$ cat src/kernel_pkg.sv
package kernel_pkg;

  typedef logic [14:0]  host_addr_t; // byte address
  typedef logic [31:0]  host_word_t;
  typedef logic [3:0]   host_strb_t;
  typedef logic [255:0] stage_t;

  typedef logic [63:0]  axi_addr_t;
  typedef logic [127:0] axi_data_t;
  typedef logic [15:0]  axi_strb_t;
  typedef logic [3:0]   axi_id_t;
  typedef logic [1:0]   axi_resp_t;
  typedef logic [2:0]   axi_size_t;
  typedef logic [7:0]   axi_len_t;

  // fifo entries, low bits of the staging buffer
  typedef struct packed {
    axi_size_t size;
    axi_addr_t addr;
  } aw_entry_t;

  typedef struct packed {
    axi_strb_t strb;
    axi_data_t data;
  } w_entry_t;

  typedef struct packed {
    axi_id_t   id;
    axi_resp_t resp;
  } b_entry_t;

  typedef struct packed {
    axi_id_t   id;
    axi_resp_t resp;
    axi_data_t data;
  } r_entry_t;

  // channel payloads
  typedef struct packed {
    axi_addr_t  addr;
    logic [1:0] burst;
    logic [3:0] cache;
    axi_id_t    id;
    axi_len_t   len;
    logic       lock;
    logic [2:0] prot;
    logic [3:0] qos;
    axi_size_t  size;
  } axi_ax_t;

  typedef struct packed {
    axi_data_t data;
    axi_strb_t strb;
    logic      last;
  } axi_w_t;

  typedef struct packed {
    axi_id_t   id;
    axi_resp_t resp;
  } axi_b_t;

  typedef struct packed {
    axi_id_t   id;
    axi_resp_t resp;
    axi_data_t data;
    logic      last;
  } axi_r_t;

  localparam axi_id_t    AWID_FIXED = 4'd1;
  localparam axi_id_t    ARID_FIXED = 4'd2;
  localparam logic [1:0] BURST_INCR = 2'd1;
  localparam axi_resp_t  RESP_OKAY  = 2'd0;

  localparam host_addr_t REG_DATA0        = 15'h00;
  localparam host_addr_t REG_DATA1        = 15'h04;
  localparam host_addr_t REG_DATA2        = 15'h08;
  localparam host_addr_t REG_DATA3        = 15'h0c;
  localparam host_addr_t REG_DATA4        = 15'h10;
  localparam host_addr_t REG_DATA5        = 15'h14;
  localparam host_addr_t REG_DATA6        = 15'h18;
  localparam host_addr_t REG_DATA7        = 15'h1c;
  localparam host_addr_t REG_AW_PUSH      = 15'h20;
  localparam host_addr_t REG_W_PUSH       = 15'h30;
  localparam host_addr_t REG_AR_PUSH      = 15'h40;
  localparam host_addr_t REG_B_STATUS     = 15'h50;
  localparam host_addr_t REG_B_POP        = 15'h54;
  localparam host_addr_t REG_R_STATUS     = 15'h60;
  localparam host_addr_t REG_R_POP        = 15'h64;
  localparam host_addr_t REG_LINK_RST_ON  = 15'hc0;
  localparam host_addr_t REG_LINK_RST_OFF = 15'hc4;

endpackage

$ cat src/host_regs.sv
`timescale 1ns/1ps

module host_regs import kernel_pkg::*; (
  input  logic       clk,
  input  logic       rstn,
  input  logic       host_en,
  input  host_strb_t host_we,
  input  host_addr_t host_addr,
  input  host_word_t host_din,
  output host_word_t host_dout,
  output logic       aw_push,
  output logic       w_push,
  output logic       ar_push,
  output logic       b_pop,
  output logic       r_pop,
  output aw_entry_t  aw_entry,
  output aw_entry_t  ar_entry,
  output w_entry_t   w_entry,
  input  logic       b_valid,
  input  logic       r_valid,
  input  b_entry_t   b_head,
  input  r_entry_t   r_head,
  output logic       ocu_rstn
);

  stage_t     stage;
  logic       ocu_rstn_sw;
  logic       wr;
  logic       is_data;
  logic [2:0] wsel;

  assign wr      = host_en && host_we != '0;
  // 0x00..0x1c, word aligned
  assign is_data = (host_addr & ~host_addr_t'(15'h1c)) == REG_DATA0;
  assign wsel    = host_addr[4:2];

  always_ff @(posedge clk, negedge rstn) begin
    if (!rstn) begin
      aw_push     <= 1'b0;
      w_push      <= 1'b0;
      ar_push     <= 1'b0;
      b_pop       <= 1'b0;
      r_pop       <= 1'b0;
      ocu_rstn    <= 1'b0;
      ocu_rstn_sw <= 1'b1; // link out of reset by default
      host_dout   <= '0;
      stage       <= '0;
    end else begin
      aw_push  <= 1'b0;
      w_push   <= 1'b0;
      ar_push  <= 1'b0;
      b_pop    <= 1'b0;
      r_pop    <= 1'b0;
      ocu_rstn <= ocu_rstn_sw;

      if (wr) begin
        if (is_data) begin
          stage[wsel*32 +: 32] <= host_din;
        end else begin
          case (host_addr)
            REG_AW_PUSH: aw_push <= 1'b1;
            REG_W_PUSH:  w_push  <= 1'b1;
            REG_AR_PUSH: ar_push <= 1'b1;
            REG_B_POP: begin
              if (b_valid) begin // empty fifo leaves buffer alone
                b_pop <= 1'b1;
                stage <= stage_t'(b_head);
              end
            end
            REG_R_POP: begin
              if (r_valid) begin
                r_pop <= 1'b1;
                stage <= stage_t'(r_head);
              end
            end
            REG_LINK_RST_ON:  ocu_rstn_sw <= 1'b0;
            REG_LINK_RST_OFF: ocu_rstn_sw <= 1'b1;
            default: ;
          endcase
        end
      end else begin
        if (is_data) begin
          host_dout <= stage[wsel*32 +: 32];
        end else if (host_addr == REG_B_STATUS) begin
          host_dout <= {31'b0, b_valid};
        end else if (host_addr == REG_R_STATUS) begin
          host_dout <= {31'b0, r_valid};
        end
      end
    end
  end

  // entries latched with the strobe so later data writes can't race them
  always_ff @(posedge clk) begin
    if (wr && host_addr == REG_AW_PUSH) begin
      aw_entry <= stage[$bits(aw_entry_t)-1:0];
    end
    if (wr && host_addr == REG_W_PUSH) begin
      w_entry <= stage[$bits(w_entry_t)-1:0];
    end
    if (wr && host_addr == REG_AR_PUSH) begin
      ar_entry <= stage[$bits(aw_entry_t)-1:0];
    end
  end

endmodule

$ cat config.mk
export PLATFORM = sky130hd
export DESIGN_NAME = host_regs
export DESIGN_NICKNAME = d
export VERILOG_FILES = /design/src/kernel_pkg.sv /design/src/host_regs.sv
export SDC_FILE = /design/constraint.sdc
export NUM_CORES = 1
export LEC_CHECK = 0
export ABC_AREA = 0
export BUFFER_PORTS_ARGS = -buffer_cell sky130_fd_sc_hd__buf_2
export CELL_PAD_IN_SITES_DETAIL_PLACEMENT = 1
export CELL_PAD_IN_SITES_GLOBAL_PLACEMENT = 2
export CORE_MARGIN = 5
export CORE_UTILIZATION = 35
export CTS_BUF_LIST = sky130_fd_sc_hd__clkbuf_2
export DETAILED_ROUTE_END_ITERATION = 12
export HOLD_SLACK_MARGIN = 0.02
export PLACE_DENSITY_LB_ADDON = 0.1
export SLEW_MARGIN = 10
export SYNTH_ARGS = -nofsm -noshare
export SYNTH_HDL_FRONTEND = slang
export SYNTH_SLANG_ARGS = --single-unit
$ cat constraint.sdc
create_clock -name clk -period 1.4 [get_ports clk]
set_clock_uncertainty 0.15 [all_clocks]
set_input_delay 0.07 -clock clk [delete_from_list [all_inputs] [get_ports clk]]
set_output_delay 0.07 -clock clk [all_outputs]
set_load 0.005 [all_outputs]
==> results of run 1 <==
per-stage QoR:
stage,cell area [sq um],hold slack (ns)
after floorplan,24000,-0.376
after global placement,29600,-0.215
after detailed placement,29600,-0.215
after CTS,35500,-0.928
after global routing,36100,-0.641
final,36100,-0.581
power breakdown:
group / leakage [nW] / internal (W) / switching (W)
clock: 1.08 / 0.00474 / 0.00738
combinational: 9.21 / 0.00142 / 0.00117
sequential: 6.44 / 0.0175 / 0.00000548
cell families (layout without fill, tap and decap cells):
| kind of cell | count (synthesis) | after routing |
|---|---|---|
| multiplexers | 209 | 209 |
| flip-flops | 573 | 573 |
| adder cells (fa/ha/maj) | 4 | 4 |
| AND/OR/NAND/NOR | 158 | 158 |
| buffers and inverters | 199 | 1649 |
| other | 0 | 2 |
| AO/OA/AOI/OAI | 360 | 360 |
synthesized netlist by cell type, types with 6 or more instances:
master,instances,share of area (%)
dfrtp_1,294,32
clkbuf_1,39,0.63
mux2i_1,70,3.0
buf_6,6,0.29
buf_4,26,0.84
inv_1,69,1.1
nand3_1,11,0.24
buf_2,52,1.1
edfxtp_1,278,36
a22oi_1,58,1.9
o21ai_0,94,2.0
mux2_2,8,0.39
nor3_1,7,0.15
o21ai_1,29,0.62
mux2_1,63,3.1
nand2_1,77,1.2
mux4_2,64,6.2
a22o_1,157,5.9
nor2_1,12,0.19
nand4_1,6,0.16
critical path, delay by kind of cell:
family / cells / cell delay [ns]
and+or+nand+nor: 3 / 0.71
AOI/OAI and AO/OA: 2 / 0.39
buffers and inverters: 7 / 2.16
sequential cells by signal, indices dropped and copies added, names as in the netlist, 32 cells and up:
register   flops
host_dout     32
ar_entry      67
stage        256
w_entry      144
aw_entry      67
worst paths after layout:
| check | from | end |
|---|---|---|
| worst max register to register | stage[119] | host_dout[23] |
| max in group asynchronous | rstn | stage[17] |
| worst min-delay path | host_addr[2] | stage[247] |
| worst min register to register | ocu_rstn_sw | ocu_rstn |
| worst max-delay path | host_addr[4] | stage[16] |
| min in group asynchronous | rstn | stage[223] |
timing repair:
item | CTS | global route
buffers inserted | 21 | 44
gates resized for setup | 49 | 40
gates cloned | 0 | 6
setup endpoints to repair | 335 | 887
hold buffers | 402 | 29
hold endpoints to repair | 867 | 572
pin swaps | 3 | 13
final cells by class:
type | count | area (sq um)
antenna | 2 | 5.00
clock buffer | 227 | 1140
clock inverter | 56 | 284
fill | 6810 | 29700
inverter | 71 | 274
multi-input combinational | 731 | 7130
sequential | 573 | 15700
tap | 864 | 1080
timing repair buffer | 1295 | 10500
per-layer routing:
layer,global-route usage [%],vias up,routed length (um)
met5,0,-,13
li1,-,8488,-
met1,29.9,10000,37600
met2,45.9,625,50400
met3,5.37,165,4980
met4,8.03,2,2600
==> run summary, run 1 <==
Reg-to-reg slack, setup: -0.05 ns
Yosys reg bits: 573
Synth Area in Simple Gates: 3.84%
Non-filler cells, final: 3,819
Async S/R FF share, synth: 51.5%
Period utilization: 168%
Critical-path cell list: buf_2 -> buf_4 -> dlygate4sd3_1 -> nor4bb_2 -> buf_4 -> buf_4 -> nand4_1 -> dlygate4sd3_1 -> o211a_2 -> nand2b_4 -> buf_12 -> o21ai_1
CP Launch Type: input port
Cts bufs inserted: 155
Synth unique cells: 63
Status: complete, but fails checks
Hold Path Class: input port to flip-flop
Register area share after synthesis: 67.6%
CTS tree: done
Data arrival, critical path: 3.34 ns
Clk pin slew, worst setup/hold paths: 0.11 ns
Hold Vio Cnt, Final: 325
Routed length per instance: 25.0 um
Synth Flop Type: dfrtp_1
DRT iter0 DRCs: 1,011
Post-DP HPWL: 60,900 um
Clk sinks: 573
Unrepaired setup endpoints after global routing: yes
Mapped Cells: 1,503
Max-slew violation count: 0
Ports: 512
Post-route ant nets: 0
Largest family of logic cells by synthesized area: multiplexers
Slowest-stage cell, CP: dlygate4sd3_1
Most used cell, CP: buf_4
Compound-gate portion of the synthesized area: 11.3%
Post-synth net total: 1,703
Post-synthesis adder-cell area fraction: 0.215%
Synth Area per Inst: 15.5 sq um
Worst Tran Pin Value: 0.924 ns
Setup violations, final: 885
Via density per instance: 5.05
Clock latency on the worst-skew pair: 1.27 ns
Hold Slack: -0.581 ns
Routed wire length: 95,600 um
Core Util, Final: 54.8%
Dpl cells: 3,054
Req. time, crit path: 2.39 ns
Maximum clock frequency: 0.426 GHz
Initial Util: 35.3%
Vias in the first global route: 21,700
Layout area overhead: 55.3%
Die area: 71,700 sq um
Hold Path Depth: 4
Row count: 94
# Max-Cap Violations: 0
Failing checks: hold timing, setup timing
Slew margin rel.: 38.4%
Synth warn: 0
CTS H-tree lvls: 4
Total grt overflow: 0
Die X: 268 um
Post-synthesis xor/xnor area fraction: 0%
PnR worst setup slack: -0.947 ns
Tmin final: 2.35 ns
# DRC: 0
GPL Wtd Cong: 0.831
Critical Path Sink Type: flip-flop
Total power: 0.0322 W
Max FO, Critical Path: 13
Clock root cell: clkbuf_2
Crit Path Category: input port to flip-flop
Post-synth EDFFs: 278
Share of layout cells above drive strength 1: 45.2%
First-pass GRT wire length: 136,000 um
Clk buf depth: 3
Port bufs: 511
Commonest non-fill, non-tap cell in the layout: buf_2
CP max stage delay: 0.79 ns
Die Height: 268 um
Total Routing Usage GR: 25.2%
DR pass1 iterations: 5
Largest net degree at the start of global routing: 68
Final nets: 3,027
Multiplexer area fraction after synthesis: 12.9%
Initial antenna violation count: 4
Cells on worst reg2reg path: 3
Pleak: 16.7 nW
Synthesized area: 23,300 sq um
Setup_tns: -460.57 ns
Maximum VDD drop: 702 uV
Pwr/cell area: 893 nW/um^2
Post-place setup slack: -1.15 ns
Core Box Area: 65,900 sq um
Via count: 19,300
Most frequent cells in the layout: buf_2 (485), dlygate4sd3_1 (393), buf_4 (317)
Power figures use the tool's default switching activity.
==> run 2: changes to the inputs <==
SKIP_CTS_REPAIR_TIMING = 1   (was unset)
==> run 2 against run 1 <==
The flow still finishes with violations (hold timing, setup timing). Die area unchanged. Sequential power hardly changed. Global-route usage shrank 1.8 points. Worst setup slack gained 0.10 ns. First-iteration DRC count up 2.7%. Critical endpoint is now stage[211].
==> run summary, run 2 (synthesized netlist as in run 1, its figures left out) <==
Pwr/cell area: 907 nW/um^2
Die area: 71,700 sq um
Slew margin rel.: 38.9%
First-pass GRT wire length: 125,000 um
Share of layout cells above drive strength 1: 44.4%
CTS H-tree lvls: 4
Post-route cell area: 35,500 sq um
Hold Path Class: input port to flip-flop
Post-route ant nets: 0
Routed wire length: 93,000 um
Data arrival, critical path: 3.26 ns
Initial Util: 35.3%
Routed length per instance: 24.6 um
DRT iter0 DRCs: 1,038
Total Routing Usage GR: 23.4%
CP delay by family, top: buffers and inverters
Hold Path Depth: 6
Cells on worst reg2reg path: 3
Hold Vio Cnt, Final: 413
Critical Path Sink Type: flip-flop
Setup_tns: -427.56 ns
Status: complete, but fails checks
Maximum clock frequency: 0.446 GHz
Row count: 94
# Max-Cap Violations: 0
Clock latency on the worst-skew pair: 1.27 ns
Clk sinks: 573
Most used cell, CP: buf_4
Clk pin slew, worst setup/hold paths: 0.08 ns
CP Launch Type: input port
Pleak: 16.3 nW
Clk network pwr share: 37.7%
Total grt overflow: 0
Core Box Area: 65,900 sq um
Fillers: 6,813
Via density per instance: 5.03
Post-DP HPWL: 60,900 um
Vias in the first global route: 19,400
# DRC: 0
Cts bufs inserted: 155
Commonest non-fill, non-tap cell in the layout: buf_2
Max-slew violation count: 0
CTS tree: done
Max FO, Critical Path: 17
Period utilization: 160%
Hold Slack: -0.647 ns
Die X: 268 um
Crit Path Category: input port to flip-flop
Slowest-stage cell, CP: dlygate4sd3_1
CP max stage delay: 0.72 ns
Layout area overhead: 52.6%
Most frequent cells in the layout: buf_2 (490), dlygate4sd3_1 (387), dfrtp_1 (294)
Switching power: 0.00854 W
Clk buf depth: 3
Reg area: 15,700 sq um
Critical-path cell list: buf_4 -> inv_8 -> ha_4 -> buf_4 -> dlygate4sd3_1 -> ha_4 -> nand2b_4 -> nor4_4 -> buf_4 -> nand2_1 -> dlygate4sd3_1 -> nor2_4 -> buf_12 -> a22o_1
Instance count on the critical path: 14
Total power: 0.0322 W
Internal power: 0.0236 W
Largest net degree at the start of global routing: 68
WP buf/inv: 7
Clock root cell: clkbuf_2
PnR worst setup slack: -0.842 ns
Tmin final: 2.24 ns
GPL Wtd Cong: 0.831
Max reg flops: 256
Maximum VDD drop: 609 uV
Via count: 19,000
Failing checks: hold timing, setup timing
Initial antenna violation count: 2
Port bufs: 511
Placed inst area: 29,600 sq um
Multi-input logic area: 7090 sq um
Die Height: 268 um
Req. time, crit path: 2.41 ns
Biggest regs: stage x256, w_entry x144
DR pass1 iterations: 4
Most flops, register: stage
Unrepaired setup endpoints after global routing: yes
Worst Tran Pin Value: 0.916 ns
Ports: 512
Setup violations, final: 884
Logic gate share of total power: 7.8%
Sw Share: 26.5%
Final nets: 2,979
Flop pwr share: 54.5%
[run 2: cell types whose count changed in the layout (fill, tap and decap cells not counted), sizes merged]
cell and delta:
buf -34, clkbuf -6, diode +1, dlygate4sd3 -6, dlymetal6s4s -2
[run 2: layout make-up]
cell class	instances	share of cell area, %
Antenna cell	3	0.0211
Inverter	71	0.772
Timing Repair Buffer	1247	27.9
Clock inverter	56	0.800
Tap cell	864	3.05
Sequential cell	573	44.3
Multi-Input combinational cell	731	20.0
Clock buffer	227	3.20
[run 2: stage by stage]
stage / utilization (%) / std cells / setup WS (ns)
after CTS: 47.1 / 3337 / -0.905
after detailed placement: 44.9 / 3054 / -1.15
final: 53.9 / 3772 / -0.842
after global placement: 44.9 / 3054 / -1.13
after global routing: 53.9 / 3771 / -0.865
after floorplan: - / 1503 / -3.65
[run 2: power groups by stage]
stage | logic (W) | clock network, W | registers (W)
final | 0.00251 | 0.0121 | 0.0175
after global routing | 0.00268 | 0.0136 | 0.0175
after CTS | 0.00158 | 0.0126 | 0.0175
after detailed placement | 0.00158 | 0 | 0.0179
after global placement | 0.00156 | 0 | 0.0179
after floorplan | 0.000706 | 0 | 0.0179
[run 2: final timing paths]
check	end	startpoint	slack, ns
worst max-delay path	stage[211]	host_addr[3]	-0.84
worst min-delay path	ocu_rstn_sw	host_addr[7]	-0.65
worst max register to register	host_dout[15]	stage[47]	-0.07
max in group asynchronous	stage[17]	rstn	0.17
worst min register to register	ocu_rstn	ocu_rstn_sw	0.27
min in group asynchronous	stage[223]	rstn	0.24
[run 2: per-layer routing]
layer,vias to the layer above,wire length [um],track usage (%)
met2,643,49300,41.4
met5,-,0,0
met3,164,5200,5.67
li1,8398,-,-
met4,0,2570,8.26
met1,9751,35900,28.2
[run 2: worst reg2reg max path, delay by kind of cell, from the launching register on]
family,cells,cell delay (ns)
AOI/OAI and AO/OA,1,0.07
DFF,1,0.43
muxes,2,0.66
